$ cat src/hdl/exe_ops_pkg.sv
/*
 * Operation encodings for the execute stage.
 * Decode produces these values and the functional units consume them.
 */

package exe_ops_pkg;

    // Functional unit select
    typedef enum logic [1:0] {
        UNIT_ALU    = 2'd0,
        UNIT_BRANCH = 2'd1,
        UNIT_MUL    = 2'd2,
        UNIT_DIV    = 2'd3
    } unit_t;

    typedef enum logic [3:0] {
        ALU_ADD  = 4'd0, ALU_SUB  = 4'd1, ALU_AND  = 4'd2, ALU_OR   = 4'd3,
        ALU_XOR  = 4'd4, ALU_SLL  = 4'd5, ALU_SRL  = 4'd6, ALU_SRA  = 4'd7,
        ALU_SLT  = 4'd8, ALU_SLTU = 4'd9
    } alu_op_t;

    // Conditional branches first, then the two jumps
    typedef enum logic [2:0] {
        BR_BEQ  = 3'd0, BR_BNE  = 3'd1, BR_BLT = 3'd2, BR_BGE  = 3'd3,
        BR_BLTU = 3'd4, BR_BGEU = 3'd5, BR_JAL = 3'd6, BR_JALR = 3'd7
    } branch_op_t;

    // Multiply forms share the encoding space with divide forms
    typedef enum logic [2:0] {
        MD_MUL = 3'd0, MD_MULH = 3'd1, MD_MULHU = 3'd2, MD_MULHSU = 3'd3,
        MD_DIV = 3'd4, MD_DIVU = 3'd5, MD_REM   = 3'd6, MD_REMU   = 3'd7
    } md_op_t;

endpackage

$ cat src/hdl/exe_types_pkg.sv
/*
 * Data widths and vector types for the execute stage.
 * Import it in any block that handles operands, addresses or register numbers.
 */

package exe_types_pkg;

    // Integer register width
    localparam int XLEN   = 64;
    // Physical address width of the core
    localparam int ADDR_W = 40;
    localparam int REG_W  = 5;

    typedef logic [XLEN-1:0]   bus64_t;
    typedef logic [ADDR_W-1:0] addr_t;
    typedef logic [REG_W-1:0]  reg_t;

endpackage

$ cat src/hdl/exe_operand_if.sv
/*
 * Operand bundle from the control module to the functional units.
 * exe_ctrl drives it through ctrl_mp, every unit reads it through unit_mp.
 */
`timescale 1ns/1ps

interface exe_operand_if;
    import exe_types_pkg::*;
    import exe_ops_pkg::*;

    bus64_t     src1;
    bus64_t     src2;
    // Immediate or src2, picked by use_imm
    bus64_t     opnd2;
    bus64_t     imm;
    addr_t      pc;
    alu_op_t    alu_op;
    branch_op_t br_op;
    md_op_t     md_op;
    logic       word32;

    modport ctrl_mp (output src1, src2, opnd2, imm, pc, alu_op, br_op, md_op, word32);
    modport unit_mp (input  src1, src2, opnd2, imm, pc, alu_op, br_op, md_op, word32);

endinterface

$ cat src/hdl/exe_ctrl.sv
/*
 * Execute stage control: write-back forwarding, operand select, dispatch to
 * the long units, stall generation and the registered result.
 * Short ops retire one cycle after acceptance, long ops when their unit is done.
 */
`timescale 1ns/1ps

module exe_ctrl (
    input  logic                        clk_i,
    input  logic                        rst_n_i,
    input  logic                        valid_i,
    input  exe_ops_pkg::unit_t          unit_i,
    input  exe_types_pkg::reg_t         rd_i,
    input  exe_types_pkg::reg_t         rs1_i,
    input  exe_types_pkg::reg_t         rs2_i,
    input  exe_types_pkg::bus64_t       rs1_data_i,
    input  exe_types_pkg::bus64_t       rs2_data_i,
    input  exe_types_pkg::bus64_t       imm_i,
    input  logic                        use_imm_i,
    input  exe_types_pkg::addr_t        pc_i,
    input  exe_ops_pkg::alu_op_t        alu_op_i,
    input  exe_ops_pkg::branch_op_t     br_op_i,
    input  exe_ops_pkg::md_op_t         md_op_i,
    input  logic                        word32_i,
    input  logic                        kill_i,
    input  logic                        wb_valid_i,
    input  exe_types_pkg::reg_t         wb_rd_i,
    input  exe_types_pkg::bus64_t       wb_data_i,
    exe_operand_if.ctrl_mp              opif,
    input  exe_types_pkg::bus64_t       alu_res_i,
    input  exe_types_pkg::bus64_t       br_res_i,
    input  logic                        br_taken_i,
    input  exe_types_pkg::addr_t        br_target_i,
    input  exe_types_pkg::bus64_t       mul_res_i,
    input  logic                        mul_done_i,
    input  exe_types_pkg::bus64_t       div_res_i,
    input  logic                        div_done_i,
    input  logic                        div_busy_i,
    output logic                        mul_req_o,
    output logic                        div_req_o,
    output logic                        kill_o,
    output logic                        res_valid_o,
    output exe_types_pkg::reg_t         res_rd_o,
    output exe_types_pkg::bus64_t       res_data_o,
    output logic                        taken_o,
    output exe_types_pkg::addr_t        target_o,
    output logic                        stall_o
);
    import exe_types_pkg::*;
    import exe_ops_pkg::*;

    typedef enum logic [1:0] {IDLE, WAIT_MUL, WAIT_DIV} state_t;

    state_t state_q;
    state_t state_d;
    // Long op finished or killed; its instruction leaves this cycle
    logic   retire_q;
    logic   is_long;
    logic   issue;
    logic   short_done;
    logic   long_done;
    bus64_t res_d;

    // Bypass and operand select ---------
    assign opif.src1   = (wb_valid_i && wb_rd_i == rs1_i && rs1_i != '0) ? wb_data_i : rs1_data_i;
    assign opif.src2   = (wb_valid_i && wb_rd_i == rs2_i && rs2_i != '0) ? wb_data_i : rs2_data_i;
    assign opif.opnd2  = use_imm_i ? imm_i : opif.src2;
    assign opif.imm    = imm_i;
    assign opif.pc     = pc_i;
    assign opif.alu_op = alu_op_i;
    assign opif.br_op  = br_op_i;
    assign opif.md_op  = md_op_i;
    assign opif.word32 = word32_i;

    // Dispatch and stall ----------------
    assign is_long   = valid_i && (unit_i == UNIT_MUL || unit_i == UNIT_DIV);
    assign issue     = valid_i && state_q == IDLE && !retire_q && !kill_i;
    assign mul_req_o = issue && unit_i == UNIT_MUL;
    assign div_req_o = issue && unit_i == UNIT_DIV && !div_busy_i;
    assign kill_o    = kill_i;
    assign stall_o   = (state_q != IDLE) || (is_long && !retire_q);

    always_comb begin
        state_d = state_q;
        case (state_q)
            IDLE: begin
                if (mul_req_o) begin
                    state_d = WAIT_MUL;
                end else if (div_req_o) begin
                    state_d = WAIT_DIV;
                end
            end
            WAIT_MUL: begin
                if (kill_i || mul_done_i) begin
                    state_d = IDLE;
                end
            end
            WAIT_DIV: begin
                if (kill_i || div_done_i) begin
                    state_d = IDLE;
                end
            end
            default: state_d = IDLE;
        endcase
    end

    // Result select ---------------------
    assign short_done = valid_i && !stall_o && (unit_i == UNIT_ALU || unit_i == UNIT_BRANCH);
    assign long_done  = !kill_i && ((state_q == WAIT_MUL && mul_done_i) ||
                                    (state_q == WAIT_DIV && div_done_i));

    always_comb begin
        case (unit_i)
            UNIT_ALU:    res_d = alu_res_i;
            UNIT_BRANCH: res_d = br_res_i;
            UNIT_MUL:    res_d = mul_res_i;
            default:     res_d = div_res_i;
        endcase
    end

    always_ff @(posedge clk_i or negedge rst_n_i) begin
        if (!rst_n_i) begin
            state_q     <= IDLE;
            retire_q    <= 1'b0;
            res_valid_o <= 1'b0;
            taken_o     <= 1'b0;
        end else begin
            state_q     <= state_d;
            retire_q    <= (state_q != IDLE) && (state_d == IDLE);
            res_valid_o <= short_done || long_done;
            taken_o     <= short_done && unit_i == UNIT_BRANCH && br_taken_i;
        end
    end

    always_ff @(posedge clk_i) begin
        if (short_done || long_done) begin
            res_rd_o   <= rd_i;
            res_data_o <= res_d;
            target_o   <= (unit_i == UNIT_BRANCH) ? br_target_i : '0;
        end
    end

    // Neither long unit holds an operation while the FSM is idle
    a_idle_units: assert property (@(posedge clk_i) disable iff (!rst_n_i)
        (state_q == IDLE) |-> (!mul_done_i && !div_busy_i));

    a_rst_quiet: assert property (@(posedge clk_i) !rst_n_i |-> !res_valid_o);

endmodule

$ cat src/flat_wrapper.sv
// flat-port wrapper written by rule: the top's interface ports become plain ports
module exe_ctrl_flat import exe_types_pkg::*; import exe_ops_pkg::*;
  (clk_i, rst_n_i, valid_i, unit_i, rd_i, rs1_i, rs2_i, rs1_data_i, rs2_data_i, imm_i, use_imm_i, pc_i, alu_op_i, br_op_i, md_op_i, word32_i, kill_i, wb_valid_i, wb_rd_i, wb_data_i, alu_res_i, br_res_i, br_taken_i, br_target_i, mul_res_i, mul_done_i, div_res_i, div_done_i, div_busy_i, mul_req_o, div_req_o, kill_o, res_valid_o, res_rd_o, res_data_o, taken_o, target_o, stall_o, opif_src1, opif_src2, opif_opnd2, opif_imm, opif_pc, opif_alu_op, opif_br_op, opif_md_op, opif_word32);
  exe_operand_if opif_i ();
  input  logic clk_i;
  input  logic rst_n_i;
  input  logic valid_i;
  input  exe_ops_pkg::unit_t unit_i;
  input  exe_types_pkg::reg_t rd_i;
  input  exe_types_pkg::reg_t rs1_i;
  input  exe_types_pkg::reg_t rs2_i;
  input  exe_types_pkg::bus64_t rs1_data_i;
  input  exe_types_pkg::bus64_t rs2_data_i;
  input  exe_types_pkg::bus64_t imm_i;
  input  logic use_imm_i;
  input  exe_types_pkg::addr_t pc_i;
  input  exe_ops_pkg::alu_op_t alu_op_i;
  input  exe_ops_pkg::branch_op_t br_op_i;
  input  exe_ops_pkg::md_op_t md_op_i;
  input  logic word32_i;
  input  logic kill_i;
  input  logic wb_valid_i;
  input  exe_types_pkg::reg_t wb_rd_i;
  input  exe_types_pkg::bus64_t wb_data_i;
  input  exe_types_pkg::bus64_t alu_res_i;
  input  exe_types_pkg::bus64_t br_res_i;
  input  logic br_taken_i;
  input  exe_types_pkg::addr_t br_target_i;
  input  exe_types_pkg::bus64_t mul_res_i;
  input  logic mul_done_i;
  input  exe_types_pkg::bus64_t div_res_i;
  input  logic div_done_i;
  input  logic div_busy_i;
  output logic mul_req_o;
  output logic div_req_o;
  output logic kill_o;
  output logic res_valid_o;
  output exe_types_pkg::reg_t res_rd_o;
  output exe_types_pkg::bus64_t res_data_o;
  output logic taken_o;
  output exe_types_pkg::addr_t target_o;
  output logic stall_o;
  output wire logic [$bits(opif_i.src1)-1:0] opif_src1;
  output wire logic [$bits(opif_i.src2)-1:0] opif_src2;
  output wire logic [$bits(opif_i.opnd2)-1:0] opif_opnd2;
  output wire logic [$bits(opif_i.imm)-1:0] opif_imm;
  output wire logic [$bits(opif_i.pc)-1:0] opif_pc;
  output wire logic [$bits(opif_i.alu_op)-1:0] opif_alu_op;
  output wire logic [$bits(opif_i.br_op)-1:0] opif_br_op;
  output wire logic [$bits(opif_i.md_op)-1:0] opif_md_op;
  output wire logic [$bits(opif_i.word32)-1:0] opif_word32;
  assign opif_src1 = opif_i.src1;
  assign opif_src2 = opif_i.src2;
  assign opif_opnd2 = opif_i.opnd2;
  assign opif_imm = opif_i.imm;
  assign opif_pc = opif_i.pc;
  assign opif_alu_op = opif_i.alu_op;
  assign opif_br_op = opif_i.br_op;
  assign opif_md_op = opif_i.md_op;
  assign opif_word32 = opif_i.word32;
  exe_ctrl u_core (.clk_i(clk_i), .rst_n_i(rst_n_i), .valid_i(valid_i), .unit_i(unit_i), .rd_i(rd_i), .rs1_i(rs1_i), .rs2_i(rs2_i), .rs1_data_i(rs1_data_i), .rs2_data_i(rs2_data_i), .imm_i(imm_i), .use_imm_i(use_imm_i), .pc_i(pc_i), .alu_op_i(alu_op_i), .br_op_i(br_op_i), .md_op_i(md_op_i), .word32_i(word32_i), .kill_i(kill_i), .wb_valid_i(wb_valid_i), .wb_rd_i(wb_rd_i), .wb_data_i(wb_data_i), .opif(opif_i), .alu_res_i(alu_res_i), .br_res_i(br_res_i), .br_taken_i(br_taken_i), .br_target_i(br_target_i), .mul_res_i(mul_res_i), .mul_done_i(mul_done_i), .div_res_i(div_res_i), .div_done_i(div_done_i), .div_busy_i(div_busy_i), .mul_req_o(mul_req_o), .div_req_o(div_req_o), .kill_o(kill_o), .res_valid_o(res_valid_o), .res_rd_o(res_rd_o), .res_data_o(res_data_o), .taken_o(taken_o), .target_o(target_o), .stall_o(stall_o));
endmodule
$ cat config.mk
export PLATFORM = sky130hd
export DESIGN_NAME = exe_ctrl_flat
export DESIGN_NICKNAME = d
export VERILOG_FILES = /design/src/hdl/exe_ops_pkg.sv /design/src/hdl/exe_types_pkg.sv /design/src/hdl/exe_operand_if.sv /design/src/hdl/exe_ctrl.sv /design/src/flat_wrapper.sv
export SDC_FILE = /design/constraint.sdc
export NUM_CORES = 1
export LEC_CHECK = 0
export BUFFER_PORTS_ARGS = -buffer_cell sky130_fd_sc_hd__clkbuf_2
export CAP_MARGIN = 20
export CORE_AREA = 4 4 407 409
export CTS_BUF_LIST = sky130_fd_sc_hd__clkbuf_4 sky130_fd_sc_hd__clkbuf_8 sky130_fd_sc_hd__clkbuf_16
export DETAILED_ROUTE_END_ITERATION = 10
export DIE_AREA = 0 0 411 413
export SLEW_MARGIN = 20
export SYNTH_ARGS = -nofsm -noshare
export SYNTH_HDL_FRONTEND = slang
export SYNTH_SLANG_ARGS = --single-unit
$ cat constraint.sdc
create_clock -name clk_i -period 7.3 [get_ports clk_i]
set_input_delay 0.73 -clock clk_i [delete_from_list [all_inputs] [get_ports clk_i]]
set_output_delay 0.73 -clock clk_i [all_outputs]
set_load 0.02 [all_outputs]
Word level (Yosys, flattened, before mapping)
Index checks and enable logic that the tools add are counted.
Storage, ports and cells
  RAM bits: 0
  latch bits: 0
  bits in registers: 114
  memories kept: 0
  output and inout port bits: 422
  word-level logic and storage cells: 60
  ROM bits: 0
Cells by class
  multiplexer cells: 9
  add/subtract/negate cells: 0
  reduce and logical (&&, ||, !) cells: 37
  multipliers: 0
  $lt $le $gt $ge: 0
  eq/ne operators: 7
  bitwise operators: 0
  divide/modulo/power cells: 0
  shift operators: 0
Operators with widths (count)
  64-bit two-way mux: 3
  64-bit one-hot mux with 3 select lines: 1
  1-bit logical AND: 20
  5-bit == test: 2
  5-bit nonzero test: 2
  2-bit two-way mux: 4
  1-bit logical OR: 7
  2-bit == test (second input constant): 3
  2-bit zero test: 3
  2-bit one-hot mux with 3 select lines: 1
  2-bit by 1-bit == test with 1-bit output (second input constant): 2
  1-bit zero test: 4
  2-bit nonzero test: 1

Depth between registers and ports, before layout
Gate-level depths: netlist of run 1.
  word-level depth: 11
  mapped depth: 6
  gate-level depth less buffers: 4

Worst setup path before layout of run 1
Ideal clock, no wire load.
  kind: input -> register
  start: input div_done_i
  end: register u_core.res_valid_o
  data arrival time: 6.313 ns
  slack: 0.303 ns
  data required time: 6.616 ns
  stages: 3
  setup time: 0.684 ns
  path through: nor3b_1 > a31oi_1 > o22ai_1
Between the ends
  longest elaborated chain between the ends: 4
RTL lines
  start, declared: RTL line flat_wrapper.sv:32  | input logic div_done_i;
  1-bit logical AND: RTL line exe_ctrl.sv:110  | (state_q == WAIT_DIV && div_done_i));
  1-bit logical OR: RTL line exe_ctrl.sv:109  | assign long_done = !kill_i && ((state_q == WAIT_MUL && mul_done_i) ||
  1-bit logical AND: RTL line exe_ctrl.sv:109
  1-bit logical OR: RTL line exe_ctrl.sv:130  | res_valid_o <= short_done || long_done;
  end signal, assigned: RTL line exe_ctrl.sv:130
  end, declared: RTL line exe_ctrl.sv:42  | output logic res_valid_o,
Every way passes these cells.
A chain may end at the register's enable or synchronous reset.

Worst setup path after layout of run 1
  start: input wb_rd_i[3]
  end: output opif_src2[13]
Between the ends
  longest elaborated chain between the ends: 4
RTL lines
  start, declared: RTL line flat_wrapper.sv:23  | input exe_types_pkg::reg_t wb_rd_i;
  5-bit == test: RTL line exe_ctrl.sv:66  | assign opif.src2 = (wb_valid_i && wb_rd_i == rs2_i && rs2_i != '0) ? wb_data_i : rs2_data_i;
  1-bit logical AND (2 in series): RTL line exe_ctrl.sv:66
  64-bit two-way mux: RTL line exe_ctrl.sv:66
  end, declared: RTL line flat_wrapper.sv:44  | output wire logic [$bits(opif_i.src2)-1:0] opif_src2;
Every way passes these cells.

==> flow_summary.yaml, run 1 <==
detailed_routing:
  routed_wl_mm: 106
  num_vias: 12000
  drtPass1Iterations: 6
  via_per_inst: 3.12
  ant_nets: 0
  initialDrtViolationCount: 1247
  wire_per_inst_microns: 27.5
  drc: 0
sta:
  worst_slew_pin_slew_ns: 1.32
  setup_ws_ns: 2.74
  fmax_ghz: 0.219
  min_period_ns: 4.56
  rsz0062_at_grt: "no"
  finalMaxSlewViolations: 0
  setup_violations: 0
  maxSlewHeadroom_pct: 11.2
  setup_tns_ns: 0
  clock_skew_ns: 0.0104
  period_share_pct: 62.5
  hold_viol_final: 0
layout:
  final_cell_mix: "clkbuf_2, edfxtp_1, mux4_2"
  regArea_sq_um: 3400
  final_common_cell: "clkbuf_2"
  postLayoutCellArea_sq_um: 16800
  final_nets: 2274
  layout-drive-gt1-share_pct: 69.9
  syn_to_final_growth_pct: 71.1
  fillers: 18700
  multi_input_area_sq_um: 4970
floorplanning:
  ioPinCount: 1057
  die_area_sq_um: 170000
  die_h_microns: 413
  coreArea_sq_um: 162000
  die_x_microns: 411
  initial_core_util_pct: 6.08
  rows: 148
critical_path:
  critPathMaxFanout: 45
  cp.arrival_ns: 3.83
  path_cells: "clkbuf_2 -> xnor2_1 -> nand3_4 -> buf_4 -> o31ai_1 -> o21ai_0 -> clkbuf_2"
  slowest_delay_ns: 0.81
  path_class: "input pin to output pin"
  crit_slowest_cell: "o31ai_1"
  reg2reg_slack_ns: 4.45
  end_kind: "output pin"
  worstSetupStartpointType: "input pin"
  worstPathRequired_ns: 6.57
  cp_common_cell: "clkbuf_2"
logic_synthesis:
  synth.area.top_cells: "edfxtp_1, mux4_2, buf_4, mux2_4, a2bb2oi_1"
  syn_area_per_cell_sq_um: 11.6
  yosys.area.top_type: "edfxtp_1"
  syn-num-nets: 1484
  synth_top_area_share_pct: 33.2
  ys_warn_count: 0
  synth.distinct_cells: 41
  syn-cell-area_sq_um: 9840
  synth-seq-cells: 114
  seq_area_frac_synth_pct: 34.5
  synthCells: 849
placed_design:
  portBuffers: 954
  place.gp.congestion: 1.01
  placed_cell_area_sq_um: 16200
  dpl.hpwl_mm: 94.1
  place_ws_ns: 2.77
cts:
  clk_path_buf_depth: 2
  cts_root_buf: "clkbuf_16"
  clk_pin_slew_worst_paths_ns: 0.06
  cts_setup_buffers: 0
  cts_tree: "yes"
  cts_sinks: 114
  cts_buffers: 17
  htreeDepth: 4
  cts_hold_buf: 0
  cts_resized: 0
  clk_latency_ns: 0.45
pwr:
  p_leak_nw: 7.27
  ir_drop_uv: 161
  power_density_nw_per_um2: 154
outcome:
  status: "completed"
job:
  cap_violations: 0
global_route:
  grt_max_degree: 68
  grt_pass1_vias: 11300
  grt_antenna_before_repair: 58
  grt_overflow: 0
  grt_pass1_wl_mm: 127
  grt.total_usage_pct: 11.6
worst_hold_path:
  min_path_type: "input pin to async pin"
[path summary, 6_finish.rpt]
check | from | end | cells after the start
setup / recovery | wb_rd_i[3] | opif_src2[13] | 7
hold / removal | rst_n_i | u_core.res_valid_o | 1
setup reg to reg | u_core.state_q[0] | u_core.res_data_o[12] | 5
hold reg to reg | u_core.state_q[1] | u_core.state_q[1] | 1
max in group asynchronous | rst_n_i | u_core.retire_q | 1
min in group clk_i | rd_i[4] | u_core.res_rd_o[4] | 1
[state kept, by name (all words and copies together) (netlist names)]
| signal | flops |
|---|---|
| u_core.res_data_o | 64 |
| u_core.res_valid_o | 1 |
| u_core.res_rd_o | 5 |
| u_core.target_o | 40 |
| u_core.taken_o | 1 |
| u_core.state_q | 2 |
| u_core.retire_q | 1 |
[worst max-delay path, delay by kind of cell]
family,cells,cell delay [ns]
AOI/OAI and AO/OA,2,1.19
xor gates and xnor gates,1,0.39
and+or+nand+nor,1,0.61
buffers and inverters,3,0.86
[synth_stat cells, drive strengths merged]
library cell    n
nor2            8
o31ai          64
nand2b          1
a21oi           1
inv            64
a31o            2
and2           40
nor3            1
o22ai           2
mux2           64
buf           165
nand3b          2
o21ba           1
nand4           3
nand2           7
a41oi          61
a2bb2oi        61
mux4           64
a31oi           4
dfrtp           5
nand3           3
or2             1
nor3b           2
and4            1
and3            2
xor2            3
edfxtp        109
o21ai          62
o21bai          1
xnor2           5
nor4            2
clkbuf         37
nor2b           1
[where the power goes]
| part | total [mW] | internal, mW | switching [mW] | leakage [nW] |
|---|---|---|---|---|
| sequential | 0.783 | 0.771 | 0.0117 | 1.10 |
| clock | 0.807 | 0.466 | 0.341 | 0.255 |
| combinational | 1.00 | 0.345 | 0.660 | 5.92 |
| total | 2.59 | 1.58 | 1.01 | 7.27 |
[metrics by stage]
| step | hold slack (ns) | instances | util, % | total power, mW |
|---|---|---|---|---|
| 6_report | 0.120 | 3849 | 10.4 | 2.59 |
| 5_1_grt | 0.104 | 3846 | 10.4 | 2.70 |
| 4_1_cts | 0.0833 | 3825 | 10.3 | 2.63 |
| 3_5_place_dp | 0.588 | 3795 | 10.0 | 1.80 |
| 3_3_place_gp | 0.576 | 3795 | 10.0 | 1.79 |
| 2_1_floorplan | 0.434 | 849 | - | 1.31 |
[routing by layer]
metal / up-vias / track usage (%) / part of all wire (%)
met4: 6 / 5.96 / 6.0
met5: - / 0 / 0.039
li1: 4829 / - / -
met1: 5912 / 11.3 / 32
met3: 227 / 4.96 / 11
met2: 1025 / 20.8 / 51
[cell families after synthesis]
logic type,synth area share (%)
AOI/OAI and AO/OA,19.7
buffers and inverters,16.4
and+or+nand+nor,4.46
DFF,34.5
xor gates and xnor gates,0.712
muxes,24.3
[cell type report]
| type | count | share of cell area, % |
|---|---|---|
| Inverter | 64 | 1.43 |
| Sequential cell | 114 | 20.2 |
| Clock inverter | 11 | 0.550 |
| Tap cell | 2175 | 16.2 |
| Timing Repair Buffer | 973 | 29.2 |
| Clock buffer | 19 | 2.61 |
| Multi-Input combinational cell | 469 | 29.5 |
| Antenna cell | 24 | 0.357 |
(Power assumes the default switching activity.)
==> run 2: changes to the inputs <==
clock period = 3.8 ns   (was 7.3 ns; I/O delays follow)
==> run 2 against run 1 <==
Net effect:
- largest cell class is now buffers
- first-iteration DRC count is 13% lower
- cell area rose by 3.3%
- sequential cell count unchanged
- wire length up 3.0%
- hold slack lost 0.019 ns
- global-route usage increased by 0.37 points
- critical path depth grew 1
- cell count rose by 1.6%
==> flow_summary.yaml, run 2 (same netlist as run 1, synthesis figures left out) <==
sta:
  finalMaxSlewViolations: 0
  setup_tns_ns: 0
  setup_ws_ns: 0.283
  min_period_ns: 3.52
  hold_viol_final: 0
  period_share_pct: 92.6
  rsz0062_at_grt: "no"
  fmax_ghz: 0.284
  worst_slew_pin_slew_ns: 1.18
  clock_skew_ns: 0.0106
  setup_violations: 0
  maxSlewHeadroom_pct: 20.7
detailed_routing:
  ant_nets: 0
  routed_wl_mm: 109
  initialDrtViolationCount: 1086
  drc: 0
  drtPass1Iterations: 6
  wire_per_inst_microns: 27.9
  via_per_inst: 3.14
  num_vias: 12300
pwr:
  combPwrFrac_pct: 39.4
  p_sw_share_pct: 39.2
  power_frac_seq_pct: 30.0
  switchingPower_mw: 1.96
  p_int_mw: 3.04
  p_leak_nw: 7.62
  power_density_nw_per_um2: 288
  ir_drop_uv: 326
  p_clk_share_pct: 30.6
critical_path:
  worstPathRequired_ns: 3.42
  critical_path_buf_inv_count: 4
  cp.arrival_ns: 3.14
  critPathMaxFanout: 30
  path_cells: "clkbuf_2 -> xnor2_1 -> nand3_4 -> buf_4 -> o31ai_1 -> o21ai_0 -> buf_4 -> clkbuf_2"
  critPathTopFamily: "compound AO/OA/AOI/OAI gates"
  worst-path-stages: 8
  path_class: "input pin to output pin"
  end_kind: "output pin"
  crit_slowest_cell: "o31ai_1"
  worstRegToRegCells: 4
  worstSetupStartpointType: "input pin"
  slowest_delay_ns: 0.75
placed_design:
  place_ws_ns: 0.280
  portBuffers: 954
  place.gp.congestion: 0.993
  dpl.hpwl_mm: 97.9
  placed_cell_area_sq_um: 16800
layout:
  final_common_cell: "clkbuf_2"
  final_cell_mix: "clkbuf_2, edfxtp_1, buf_4"
  syn_to_final_growth_pct: 76.8
  fillers: 18700
  postLayoutCellArea_sq_um: 17400
  top_register: "u_core.res_data_o"
  final_nets: 2340
  largestRegisters: "u_core.res_data_o: 64 flops, u_core.target_o: 40 flops, u_core.res_rd_o: 5 flops"
  layout-drive-gt1-share_pct: 70.9
  largest_register_ffs: 64
global_route:
  grt_pass1_vias: 11500
  grt_max_degree: 65
  grt_pass1_wl_mm: 130
  grt_antenna_before_repair: 57
  grt_overflow: 0
  grt.total_usage_pct: 11.9
floorplanning:
  die_h_microns: 413
  rows: 148
  ioPinCount: 1057
  initial_core_util_pct: 6.08
  die_x_microns: 411
  coreArea_sq_um: 162000
  die_area_sq_um: 170000
worst_hold_path:
  min_path_type: "input pin to register"
  holdPathStages: 1
job:
  cap_violations: 0
cts:
  htreeDepth: 4
  clk_path_buf_depth: 2
  clk_latency_ns: 0.45
  cts_sinks: 114
  clk_pin_slew_worst_paths_ns: 0.06
  cts_tree: "yes"
  cts_buffers: 17
  cts_root_buf: "clkbuf_16"
  cts_setup_buffers: 0
outcome:
  status: "completed"
==> run 2: changes by cell type in the layout (fill, tap and decap cells not counted), moves of 2 or more <==
cell      change
inv_6         +6
buf_12        +7
o31ai_1       +4
clkinv_2      -2
buf_4        +58
o31ai_2       -3
diode_2       -5
==> run 2: what timing repair did <==
action                                 4_1_cts  5_1_grt
endpoints found under the hold margin        5        0
gates resized for setup                      0        0
setup endpoints to repair                    0        0
hold buffers                                 1        0
==> run 2: stage by stage <==
step,power [mW],util (%),hold WS (ns),instances
floorplan,2.51,-,0.0844,849
global placement,3.51,10.4,0.240,3860
detailed placement,3.51,10.4,0.244,3860
CTS,5.10,10.7,0.0622,3893
global route,5.21,10.7,0.0781,3906
finish,5.01,10.7,0.101,3912
==> run 2: power by group through the flow <==
stage / combinational, mW / sequential [mW] / clock [mW]
6_report: 1.97 / 1.50 / 1.53
5_1_grt: 2.06 / 1.51 / 1.64
4_1_cts: 1.99 / 1.50 / 1.60
3_5_place_dp: 1.98 / 1.53 / 0
3_3_place_gp: 1.98 / 1.53 / 0
2_1_floorplan: 0.886 / 1.63 / 0
==> run 2: path summary, 6_finish.rpt <==
| kind | end | slack [ns] | from |
|---|---|---|---|
| max | opif_src2[51] | 0.28 | wb_rd_i[0] |
| min | u_core.res_rd_o[1] | 0.10 | rd_i[1] |
| max reg2reg | u_core.res_data_o[25] | 1.53 | u_core.state_q[0] |
| min reg2reg | u_core.state_q[1] | 0.62 | u_core.state_q[1] |
| max in group asynchronous | u_core.taken_o | 3.29 | rst_n_i |
| min in group asynchronous | u_core.res_valid_o | 0.31 | rst_n_i |
==> run 2: routing by layer <==
| metal | GRT usage, % | vias up | part of all wire [%] |
|---|---|---|---|
| li1 | - | 4974 | - |
| met1 | 12.3 | 6096 | 34 |
| met2 | 22.0 | 1012 | 52 |
| met3 | 3.66 | 215 | 9.1 |
| met4 | 5.48 | 4 | 5.0 |
| met5 | 0 | - | 0.025 |
==> run 2: cell type report <==
cell class	count	area, sq um	area share, %
diodes	19	47.5	0.273
multi-input cells	469	4950	28.4
clock buffers	18	433	2.49
well taps	2175	2720	15.6
inverters	64	241	1.39
flip-flops and latches	114	3400	19.5
clock inverters	14	105	0.604
repair buffers	1039	5510	31.7
